### config.mk
export PLATFORM = sky130hd
export DESIGN_NAME = load_store_unit
export DESIGN_NICKNAME = d
export VERILOG_FILES = /design/src/rtl/rv_mem_pkg.sv /design/src/rtl/lsu_cfg_pkg.sv /design/src/rtl/load_queue.sv /design/src/rtl/store_queue.sv /design/src/rtl/mem_issue_arbiter.sv /design/src/rtl/load_store_unit.sv
export SDC_FILE = /design/constraint.sdc
export NUM_CORES = 2
export LEC_CHECK = 0
export BUFFER_PORTS_ARGS = -buffer_cell sky130_fd_sc_hd__clkbuf_2
export CORE_MARGIN = 1.5
export CORE_UTILIZATION = 40
export CTS_CLUSTER_SIZE = 25
export DETAILED_ROUTE_END_ITERATION = 12
export PLACE_DENSITY = 0.54
export REMOVE_ABC_BUFFERS = 1
export SLEW_MARGIN = 20
export SYNTH_ARGS = -nofsm -noshare
export SYNTH_HDL_FRONTEND = slang
export SYNTH_SLANG_ARGS = --single-unit
### constraint.sdc
create_clock -name clk -period 5.86 [get_ports clk]
set_clock_uncertainty 0.1 [all_clocks]
set_input_delay 0.293 -clock clk [delete_from_list [all_inputs] [get_ports clk]]
set_output_delay 0.293 -clock clk [all_outputs]
set_load 0.02 [all_outputs]
### src/rtl/rv_mem_pkg.sv
package rv_mem_pkg;

    typedef logic [31:0] word_t;
    typedef logic [3:0]  byte_mask_t;

    // funct3[1:0] gives the access size, funct3[2] the unsigned load variants
    typedef enum logic [2:0] {
        lb  = 3'b000,
        lh  = 3'b001,
        lw  = 3'b010,
        lbu = 3'b100,
        lhu = 3'b101
    } mem_funct3_e;

    // stores reuse the size codes of the signed loads
    localparam mem_funct3_e sb = lb;
    localparam mem_funct3_e sh = lh;
    localparam mem_funct3_e sw = lw;

    function automatic byte_mask_t access_mask(mem_funct3_e funct3, logic [1:0] addr_lo);
        case (funct3[1:0])
            2'b00:   return byte_mask_t'(4'b0001 << addr_lo);
            2'b01:   return byte_mask_t'(4'b0011 << addr_lo);
            default: return 4'b1111;
        endcase
    endfunction

    // move the store data into the byte lanes it is written to
    function automatic word_t store_lanes(mem_funct3_e funct3, logic [1:0] addr_lo,
                                          word_t value);
        word_t lanes;
        lanes = '0;
        case (funct3[1:0])
            2'b00:   lanes[8*addr_lo +: 8] = value[7:0];
            2'b01:   lanes[16*addr_lo[1] +: 16] = value[15:0];
            default: lanes = value;
        endcase
        return lanes;
    endfunction

endpackage

### src/rtl/lsu_cfg_pkg.sv
package lsu_cfg_pkg;

    // pointers wrap by overflow, so the depth stays a power of two
    localparam int queue_depth  = 8;
    localparam int rob_id_width = 4;
    localparam int qptr_width   = $clog2(queue_depth);

    typedef logic [rob_id_width-1:0] rob_id_t;
    typedef logic [qptr_width-1:0]   qptr_t;

    // one extra bit so a full queue can be told from an empty one
    typedef logic [qptr_width:0]     qcount_t;

endpackage

### src/rtl/load_queue.sv
`timescale 1ns/1ns

module load_queue (
    input  logic                    clk,
    input  logic                    rst_n,
    input  logic                    flush,
    input  logic                    disp_valid,
    input  logic                    disp_is_store,
    input  rv_mem_pkg::mem_funct3_e disp_funct3,
    input  lsu_cfg_pkg::rob_id_t    disp_rob_id,
    input  rv_mem_pkg::word_t       disp_imm,
    input  lsu_cfg_pkg::rob_id_t    disp_rs1_id,
    input  logic                    disp_rs1_ready,
    input  rv_mem_pkg::word_t       disp_rs1_value,
    input  logic                    cdb_valid,
    input  lsu_cfg_pkg::rob_id_t    cdb_rob_id,
    input  rv_mem_pkg::word_t       cdb_data,
    input  logic                    grant,
    output logic                    full,
    output logic                    sta_valid,
    output lsu_cfg_pkg::rob_id_t    sta_rob_id,
    output rv_mem_pkg::word_t       sta_addr,
    output rv_mem_pkg::byte_mask_t  sta_rmask,
    output rv_mem_pkg::mem_funct3_e sta_funct3
);
    import rv_mem_pkg::*;
    import lsu_cfg_pkg::*;

    mem_funct3_e funct3_q  [queue_depth];
    rob_id_t     rob_id_q  [queue_depth];
    word_t       imm_q     [queue_depth];
    rob_id_t     rs1_id_q  [queue_depth];
    logic        rs1_rdy_q [queue_depth];
    word_t       rs1_val_q [queue_depth];

    qptr_t   head;
    qptr_t   tail;
    qcount_t count;

    logic [queue_depth-1:0] in_use;
    logic  push;
    logic  pop;
    logic  head_ready;
    logic  rs1_hit;
    word_t head_addr;

    assign full       = (count == qcount_t'(queue_depth));
    assign push       = disp_valid && !disp_is_store && !full;
    assign head_ready = (count != '0) && rs1_rdy_q[head];
    // station takes the head when empty or when it is handed to memory this cycle
    assign pop        = head_ready && (!sta_valid || grant);
    // producer finishing in the dispatch cycle itself
    assign rs1_hit    = cdb_valid && (cdb_rob_id == disp_rs1_id);
    assign head_addr  = rs1_val_q[head] + imm_q[head];

    // occupied slots lie between head and head + count
    always_comb begin
        for (int i = 0; i < queue_depth; i++) begin
            in_use[i] = ({1'b0, qptr_t'(i) - head} < count);
        end
    end

    always_ff @(posedge clk) begin
        if (!rst_n || flush) begin
            head      <= '0;
            tail      <= '0;
            count     <= '0;
            sta_valid <= 1'b0;
        end else begin
            if (push) begin
                tail <= tail + 1'b1;
            end
            if (pop) begin
                head <= head + 1'b1;
            end
            case ({push, pop})
                2'b10:   count <= count + 1'b1;
                2'b01:   count <= count - 1'b1;
                default: count <= count;
            endcase
            if (pop) begin
                sta_valid <= 1'b1;
            end else if (grant) begin
                sta_valid <= 1'b0;
            end
        end
    end

    always_ff @(posedge clk) begin
        // wakeup from the result bus
        for (int i = 0; i < queue_depth; i++) begin
            if (in_use[i] && !rs1_rdy_q[i] && cdb_valid && (cdb_rob_id == rs1_id_q[i])) begin
                rs1_rdy_q[i] <= 1'b1;
                rs1_val_q[i] <= cdb_data;
            end
        end

        if (push) begin
            funct3_q[tail]  <= disp_funct3;
            rob_id_q[tail]  <= disp_rob_id;
            imm_q[tail]     <= disp_imm;
            rs1_id_q[tail]  <= disp_rs1_id;
            rs1_rdy_q[tail] <= disp_rs1_ready || rs1_hit;
            rs1_val_q[tail] <= disp_rs1_ready ? disp_rs1_value : cdb_data;
        end

        if (pop) begin
            sta_rob_id <= rob_id_q[head];
            sta_addr   <= head_addr;
            sta_rmask  <= access_mask(funct3_q[head], head_addr[1:0]);
            sta_funct3 <= funct3_q[head];
        end
    end

endmodule

### src/rtl/store_queue.sv
`timescale 1ns/1ns

module store_queue (
    input  logic                    clk,
    input  logic                    rst_n,
    input  logic                    flush,
    input  logic                    disp_valid,
    input  logic                    disp_is_store,
    input  rv_mem_pkg::mem_funct3_e disp_funct3,
    input  lsu_cfg_pkg::rob_id_t    disp_rob_id,
    input  rv_mem_pkg::word_t       disp_imm,
    input  lsu_cfg_pkg::rob_id_t    disp_rs1_id,
    input  logic                    disp_rs1_ready,
    input  rv_mem_pkg::word_t       disp_rs1_value,
    input  lsu_cfg_pkg::rob_id_t    disp_rs2_id,
    input  logic                    disp_rs2_ready,
    input  rv_mem_pkg::word_t       disp_rs2_value,
    input  logic                    cdb_valid,
    input  lsu_cfg_pkg::rob_id_t    cdb_rob_id,
    input  rv_mem_pkg::word_t       cdb_data,
    input  logic                    grant,
    output logic                    full,
    output logic                    sta_valid,
    output lsu_cfg_pkg::rob_id_t    sta_rob_id,
    output rv_mem_pkg::word_t       sta_addr,
    output rv_mem_pkg::byte_mask_t  sta_wmask,
    output rv_mem_pkg::word_t       sta_wdata
);
    import rv_mem_pkg::*;
    import lsu_cfg_pkg::*;

    mem_funct3_e funct3_q  [queue_depth];
    rob_id_t     rob_id_q  [queue_depth];
    word_t       imm_q     [queue_depth];
    rob_id_t     rs1_id_q  [queue_depth];
    logic        rs1_rdy_q [queue_depth];
    word_t       rs1_val_q [queue_depth];
    rob_id_t     rs2_id_q  [queue_depth];
    logic        rs2_rdy_q [queue_depth];
    word_t       rs2_val_q [queue_depth];

    qptr_t   head;
    qptr_t   tail;
    qcount_t count;

    logic [queue_depth-1:0] in_use;
    logic  push;
    logic  pop;
    logic  head_ready;
    logic  rs1_hit;
    logic  rs2_hit;
    word_t head_addr;

    assign full       = (count == qcount_t'(queue_depth));
    assign push       = disp_valid && disp_is_store && !full;
    assign head_ready = (count != '0) && rs1_rdy_q[head] && rs2_rdy_q[head];
    assign pop        = head_ready && (!sta_valid || grant);
    assign rs1_hit    = cdb_valid && (cdb_rob_id == disp_rs1_id);
    assign rs2_hit    = cdb_valid && (cdb_rob_id == disp_rs2_id);
    assign head_addr  = rs1_val_q[head] + imm_q[head];

    always_comb begin
        for (int i = 0; i < queue_depth; i++) begin
            in_use[i] = ({1'b0, qptr_t'(i) - head} < count);
        end
    end

    always_ff @(posedge clk) begin
        if (!rst_n || flush) begin
            head      <= '0;
            tail      <= '0;
            count     <= '0;
            sta_valid <= 1'b0;
        end else begin
            if (push) begin
                tail <= tail + 1'b1;
            end
            if (pop) begin
                head <= head + 1'b1;
            end
            case ({push, pop})
                2'b10:   count <= count + 1'b1;
                2'b01:   count <= count - 1'b1;
                default: count <= count;
            endcase
            if (pop) begin
                sta_valid <= 1'b1;
            end else if (grant) begin
                sta_valid <= 1'b0;
            end
        end
    end

    always_ff @(posedge clk) begin
        // base and data operands wake up independently
        for (int i = 0; i < queue_depth; i++) begin
            if (in_use[i] && !rs1_rdy_q[i] && cdb_valid && (cdb_rob_id == rs1_id_q[i])) begin
                rs1_rdy_q[i] <= 1'b1;
                rs1_val_q[i] <= cdb_data;
            end
            if (in_use[i] && !rs2_rdy_q[i] && cdb_valid && (cdb_rob_id == rs2_id_q[i])) begin
                rs2_rdy_q[i] <= 1'b1;
                rs2_val_q[i] <= cdb_data;
            end
        end

        if (push) begin
            funct3_q[tail]  <= disp_funct3;
            rob_id_q[tail]  <= disp_rob_id;
            imm_q[tail]     <= disp_imm;
            rs1_id_q[tail]  <= disp_rs1_id;
            rs1_rdy_q[tail] <= disp_rs1_ready || rs1_hit;
            rs1_val_q[tail] <= disp_rs1_ready ? disp_rs1_value : cdb_data;
            rs2_id_q[tail]  <= disp_rs2_id;
            rs2_rdy_q[tail] <= disp_rs2_ready || rs2_hit;
            rs2_val_q[tail] <= disp_rs2_ready ? disp_rs2_value : cdb_data;
        end

        if (pop) begin
            sta_rob_id <= rob_id_q[head];
            sta_addr   <= head_addr;
            sta_wmask  <= access_mask(funct3_q[head], head_addr[1:0]);
            sta_wdata  <= store_lanes(funct3_q[head], head_addr[1:0], rs2_val_q[head]);
        end
    end

endmodule

### src/rtl/mem_issue_arbiter.sv
`timescale 1ns/1ns

module mem_issue_arbiter (
    input  logic                    clk,
    input  logic                    rst_n,
    input  lsu_cfg_pkg::rob_id_t    commit_head,
    input  logic                    ld_sta_valid,
    input  lsu_cfg_pkg::rob_id_t    ld_sta_rob_id,
    input  rv_mem_pkg::word_t       ld_sta_addr,
    input  rv_mem_pkg::byte_mask_t  ld_sta_rmask,
    input  rv_mem_pkg::mem_funct3_e ld_sta_funct3,
    input  logic                    st_sta_valid,
    input  lsu_cfg_pkg::rob_id_t    st_sta_rob_id,
    input  rv_mem_pkg::word_t       st_sta_addr,
    input  rv_mem_pkg::byte_mask_t  st_sta_wmask,
    input  rv_mem_pkg::word_t       st_sta_wdata,
    output logic                    ld_grant,
    output logic                    st_grant,
    output logic                    mem_valid,
    output logic                    mem_write,
    output rv_mem_pkg::word_t       mem_addr,
    output rv_mem_pkg::byte_mask_t  mem_rmask,
    output rv_mem_pkg::byte_mask_t  mem_wmask,
    output rv_mem_pkg::word_t       mem_wdata,
    output rv_mem_pkg::mem_funct3_e mem_funct3,
    output lsu_cfg_pkg::rob_id_t    mem_rob_id,
    input  logic                    mem_ready
);
    import rv_mem_pkg::*;

    logic active;
    logic ld_elig;
    logic st_elig;
    logic pick_store;
    logic xfer;

    always_ff @(posedge clk) begin
        if (!rst_n) begin
            active <= 1'b0;
        end else begin
            active <= 1'b1;
        end
    end

    // only the instruction at the commit head may touch memory
    assign ld_elig    = ld_sta_valid && (ld_sta_rob_id == commit_head);
    assign st_elig    = st_sta_valid && (st_sta_rob_id == commit_head);
    assign pick_store = st_elig;

    assign mem_valid  = active && (st_elig || ld_elig);
    assign mem_write  = pick_store;
    assign mem_addr   = pick_store ? st_sta_addr : ld_sta_addr;
    assign mem_rmask  = pick_store ? byte_mask_t'('0) : ld_sta_rmask;
    assign mem_wmask  = pick_store ? st_sta_wmask : byte_mask_t'('0);
    assign mem_wdata  = pick_store ? st_sta_wdata : word_t'('0);
    // funct3 is only meaningful for loads
    assign mem_funct3 = pick_store ? sw : ld_sta_funct3;
    assign mem_rob_id = pick_store ? st_sta_rob_id : ld_sta_rob_id;

    assign xfer     = mem_valid && mem_ready;
    assign st_grant = xfer && pick_store;
    assign ld_grant = xfer && !pick_store;

endmodule

### src/rtl/load_store_unit.sv
`timescale 1ns/1ns

module load_store_unit (
    input  logic                    clk,
    input  logic                    rst_n,
    input  logic                    flush,
    input  logic                    disp_valid,
    input  logic                    disp_is_store,
    input  rv_mem_pkg::mem_funct3_e disp_funct3,
    input  lsu_cfg_pkg::rob_id_t    disp_rob_id,
    input  rv_mem_pkg::word_t       disp_imm,
    input  lsu_cfg_pkg::rob_id_t    disp_rs1_id,
    input  logic                    disp_rs1_ready,
    input  rv_mem_pkg::word_t       disp_rs1_value,
    input  lsu_cfg_pkg::rob_id_t    disp_rs2_id,
    input  logic                    disp_rs2_ready,
    input  rv_mem_pkg::word_t       disp_rs2_value,
    input  logic                    cdb_valid,
    input  lsu_cfg_pkg::rob_id_t    cdb_rob_id,
    input  rv_mem_pkg::word_t       cdb_data,
    input  lsu_cfg_pkg::rob_id_t    commit_head,
    output logic                    lq_full,
    output logic                    sq_full,
    output logic                    mem_valid,
    output logic                    mem_write,
    output rv_mem_pkg::word_t       mem_addr,
    output rv_mem_pkg::byte_mask_t  mem_rmask,
    output rv_mem_pkg::byte_mask_t  mem_wmask,
    output rv_mem_pkg::word_t       mem_wdata,
    output rv_mem_pkg::mem_funct3_e mem_funct3,
    output lsu_cfg_pkg::rob_id_t    mem_rob_id,
    input  logic                    mem_ready
);
    import rv_mem_pkg::*;
    import lsu_cfg_pkg::*;

    logic        ld_grant;
    logic        ld_sta_valid;
    rob_id_t     ld_sta_rob_id;
    word_t       ld_sta_addr;
    byte_mask_t  ld_sta_rmask;
    mem_funct3_e ld_sta_funct3;

    logic        st_grant;
    logic        st_sta_valid;
    rob_id_t     st_sta_rob_id;
    word_t       st_sta_addr;
    byte_mask_t  st_sta_wmask;
    word_t       st_sta_wdata;

    load_queue i_load_queue (
        .clk            (clk),
        .rst_n          (rst_n),
        .flush          (flush),
        .disp_valid     (disp_valid),
        .disp_is_store  (disp_is_store),
        .disp_funct3    (disp_funct3),
        .disp_rob_id    (disp_rob_id),
        .disp_imm       (disp_imm),
        .disp_rs1_id    (disp_rs1_id),
        .disp_rs1_ready (disp_rs1_ready),
        .disp_rs1_value (disp_rs1_value),
        .cdb_valid      (cdb_valid),
        .cdb_rob_id     (cdb_rob_id),
        .cdb_data       (cdb_data),
        .grant          (ld_grant),
        .full           (lq_full),
        .sta_valid      (ld_sta_valid),
        .sta_rob_id     (ld_sta_rob_id),
        .sta_addr       (ld_sta_addr),
        .sta_rmask      (ld_sta_rmask),
        .sta_funct3     (ld_sta_funct3)
    );

    store_queue i_store_queue (
        .clk            (clk),
        .rst_n          (rst_n),
        .flush          (flush),
        .disp_valid     (disp_valid),
        .disp_is_store  (disp_is_store),
        .disp_funct3    (disp_funct3),
        .disp_rob_id    (disp_rob_id),
        .disp_imm       (disp_imm),
        .disp_rs1_id    (disp_rs1_id),
        .disp_rs1_ready (disp_rs1_ready),
        .disp_rs1_value (disp_rs1_value),
        .disp_rs2_id    (disp_rs2_id),
        .disp_rs2_ready (disp_rs2_ready),
        .disp_rs2_value (disp_rs2_value),
        .cdb_valid      (cdb_valid),
        .cdb_rob_id     (cdb_rob_id),
        .cdb_data       (cdb_data),
        .grant          (st_grant),
        .full           (sq_full),
        .sta_valid      (st_sta_valid),
        .sta_rob_id     (st_sta_rob_id),
        .sta_addr       (st_sta_addr),
        .sta_wmask      (st_sta_wmask),
        .sta_wdata      (st_sta_wdata)
    );

    mem_issue_arbiter i_mem_issue_arbiter (
        .clk           (clk),
        .rst_n         (rst_n),
        .commit_head   (commit_head),
        .ld_sta_valid  (ld_sta_valid),
        .ld_sta_rob_id (ld_sta_rob_id),
        .ld_sta_addr   (ld_sta_addr),
        .ld_sta_rmask  (ld_sta_rmask),
        .ld_sta_funct3 (ld_sta_funct3),
        .st_sta_valid  (st_sta_valid),
        .st_sta_rob_id (st_sta_rob_id),
        .st_sta_addr   (st_sta_addr),
        .st_sta_wmask  (st_sta_wmask),
        .st_sta_wdata  (st_sta_wdata),
        .ld_grant      (ld_grant),
        .st_grant      (st_grant),
        .mem_valid     (mem_valid),
        .mem_write     (mem_write),
        .mem_addr      (mem_addr),
        .mem_rmask     (mem_rmask),
        .mem_wmask     (mem_wmask),
        .mem_wdata     (mem_wdata),
        .mem_funct3    (mem_funct3),
        .mem_rob_id    (mem_rob_id),
        .mem_ready     (mem_ready)
    );

endmodule

==> results.ini <==
[status]
status = finished, final reports clean

[timing]
slew_viol_final = 0
hold_viol_final = 0
finalWorstSetupSlack_ps = 1087
max_freq_mhz = 209.5
max_slew.worst_pin.slew_ps = 1115
whs_ps = 49.72
period_needed_ps = 4773
min_period_over_period_pct = 81.45
setup_viol = 0
max-slew-margin-rel_pct = 25.69
rsz0062_at_grt = no

[synth]
async_flop_share_pct = 0
synth-main-ff-cell = edfxtp_1
netlist.area_leader.share_pct = 64.29
netlist_area_um2 = 74500
yosys-top-cells-area = edfxtp_1 (64%), mux4_2 (11%), a21oi_1 (5.0%), mux2_2 (2.5%), nor2_1 (2.4%)
avgSynthCellArea_um2 = 14.80
yosysSeqAreaShare_pct = 65.71
synth_area_leader_cell = edfxtp_1
syn-instance-count = 5035
yosysWarnings = 0
synth_cell_type_count = 72
synth-edff-count = 1595
synth_seq_cells = 1648

[setup_path]
end_kind = register
arrival_ps = 5230
crit_type = reg -> reg
crit_path_top_delay_cell = dfxtp_4
r2r-end = i_load_queue.sta_addr[31]$_DFFE_PP_
max_stage_delay_ps = 710
required_ps = 6320
reg2reg_depth = 11
ff2ff_setup_slack_ps = 1090
start_kind = register
critPathMaxFanout = 23
path_cells = buf_4 > mux4_2 > mux2_2 > ha_1 > a21o_1 > a221oi_1 > a21oi_1 > a211o_1 > a31oi_1 > o31ai_1 > xnor2_1

[floorplanning]
die_h_um = 434.6
die_w_um = 434.6
initial_core_util_pct = 40.22
core_area_um2 = 185200
die-area_um2 = 188800
io_pins = 243
rows = 158

[place]
pre_cts_ws_ps = 1096
dp_hpwl_um = 147400
dp.cells = 7526
postPlaceCellArea_um2 = 79060
gp_congestion = 0.8918
port_buffers = 242

[clock_network]
postCtsSetupBuffers = 0
cts-root-buf = clkbuf_16
clk_pin_slew_worst_paths_ps = 60
clock_latency_ps = 810
cts-htree-levels = 4
tritoncts = done
post_cts_resized = 0
numClockSinks = 1648
cts_buffers = 181
cts_buffer_depth = 3

[power_and_ir_drop]
p_clk_share_pct = 42.3
internal_power_mw = 20.14
p_switching_mw = 6.190
p_comb_share_pct = 7.7
power_frac_seq_pct = 50.0
swShare_pct = 23.51
irDropWorstVdd_v = 0.0002782
power_density_nw_per_um2 = 305.5
leakage_nw = 28.56

[route]
vias = 46120
ant_nets = 0
avgRoutedWirePerCell_um = 29.31
firstDrtPassIters = 6
drt_iter0_markers = 5205
drc = 0
vias_per_cell = 5.759
drt_wl_total_um = 234700

[layout]
drive_above_1_share_pct = 22.32
fin_cells = 8008
fillers = 16220
final_util_pct = 46.53
final_common_cell = edfxtp_1
fin_area_um2 = 86190
fin_nets = 5634
mostFrequentLayoutCells = edfxtp_1 (1595), a21oi_1 (748), nor2_1 (464)
area_growth_syn_to_layout_pct = 15.69

[global_route]
grt_overflow = 0
grt_max_degree = 109
antenna_found_initial = 8
grt_pass1_wl_um = 331000
grt_pass1_vias = 45600
grt.total_usage_pct = 24.75

[min_path]
min_path_cells = 3
worstHoldPathType = in -> reg
min_from = disp_rs2_value[20]
holdPathEnd = i_store_queue.rs2_val_q[6][20]$_DFFE_PP_

[job]
drv_cap = 0

[sequential cells by signal, indices dropped and copies added, names as in the netlist, 8 cells and up, named ones only]
name and flops:
i_load_queue.imm_q 256, i_load_queue.rs1_val_q 256, i_store_queue.imm_q 256, i_store_queue.rs1_val_q 256, i_store_queue.rs2_val_q 256, i_load_queue.rob_id_q 32, i_load_queue.rs1_id_q 32, i_load_queue.sta_addr 32
i_store_queue.rob_id_q 32, i_store_queue.rs1_id_q 32, i_store_queue.rs2_id_q 32, i_store_queue.sta_addr 32, i_store_queue.sta_wdata 32, i_load_queue.funct3_q 24, i_store_queue.funct3_q 16, i_load_queue.rs1_rdy_q 8
i_store_queue.rs1_rdy_q 8, i_store_queue.rs2_rdy_q 8
[through the flow]
stage	setup TNS [ps]	total power, mW
after floorplan	-999380	14.55
after global placement	0	15.34
after detailed placement	0	15.37
after CTS	0	26.49
after global routing	0	27.10
final	0	26.33
[per-layer routing]
| metal | global-route usage (%) | wire, um | vias to the layer above |
|---|---|---|---|
| li1 | - | - | 20150 |
| met1 | 33.55 | 96340 | 23740 |
| met2 | 41.50 | 115700 | 1894 |
| met3 | 3.629 | 16240 | 338 |
| met4 | 6.959 | 6400 | 2 |
| met5 | 0 | 12 | - |
[cell families after synthesis]
group	count (synthesis)	share of synthesized area (%)
flops	1648	65.71
compound gates	1131	8.302
buf+inv	452	2.417
mux	617	14.45
fa+ha+maj	105	1.784
simple gates	895	5.136
xor+xnor	187	2.198
[Yosys cell counts, types with 41 or more instances]
cell type / number
a21oi_1: 748
and2_1: 41
buf_2: 71
clkbuf_1: 291
dfxtp_1: 53
edfxtp_1: 1595
ha_1: 103
inv_1: 50
mux2_2: 168
mux2i_1: 99
mux4_2: 349
nand2_1: 226
nand3_1: 56
nor2_1: 467
o21ai_0: 120
o21ai_1: 86
xnor2_1: 125
xor2_1: 62
[worst max path at each step]
stage	endpoint	slack, ps	start
final	i_load_queue.sta_addr[31]$_DFFE_PP_	1090	register
after global routing	i_load_queue.sta_addr[31]$_DFFE_PP_	880	register
after CTS	i_load_queue.sta_addr[31]$_DFFE_PP_	1070	register
after detailed placement	i_load_queue.sta_addr[31]$_DFFE_PP_	1100	register
after global placement	i_load_queue.sta_addr[31]$_DFFE_PP_	1070	register
after floorplan	i_store_queue.count[2]$_SDFFE_PP0P_	-6150	register
[what timing repair did]
item,in CTS,in global routing
endpoints found under the hold margin,1278,0
hold buffers,140,0
endpoints found under the setup margin,0,0
[critical path: cells and delay by family, from the launching register on]
family | cells | cell delay, ps
xor gates and xnor gates | 1 | 130
adders and majority gates | 1 | 370
AOI/OAI and AO/OA | 6 | 1850
buffers and inverters | 1 | 400
muxes | 2 | 890
DFF | 1 | 710
[power by group through the flow]
stage | registers, mW | logic (mW) | clock network, mW
4_1_cts | 13.2 | 2.03 | 11.3
3_5_place_dp | 13.4 | 1.94 | 0
3_3_place_gp | 13.4 | 1.92 | 0
6_report | 13.2 | 2.02 | 11.1
2_1_floorplan | 13.4 | 1.13 | 0
5_1_grt | 13.2 | 2.19 | 11.7
[layout make-up]
type	count	area (um^2)	area share, %
diodes	3	7.507	0.008710
well taps	2480	3103	3.600
flip-flops and latches	1648	48980	56.83
inverters	62	276.5	0.3208
multi-input cells	2935	23980	27.83
clock buffers	224	4733	5.492
repair buffers	541	4124	4.785
clock inverters	115	984.7	1.142
Note: power is estimated with default switching activity, not from simulation.
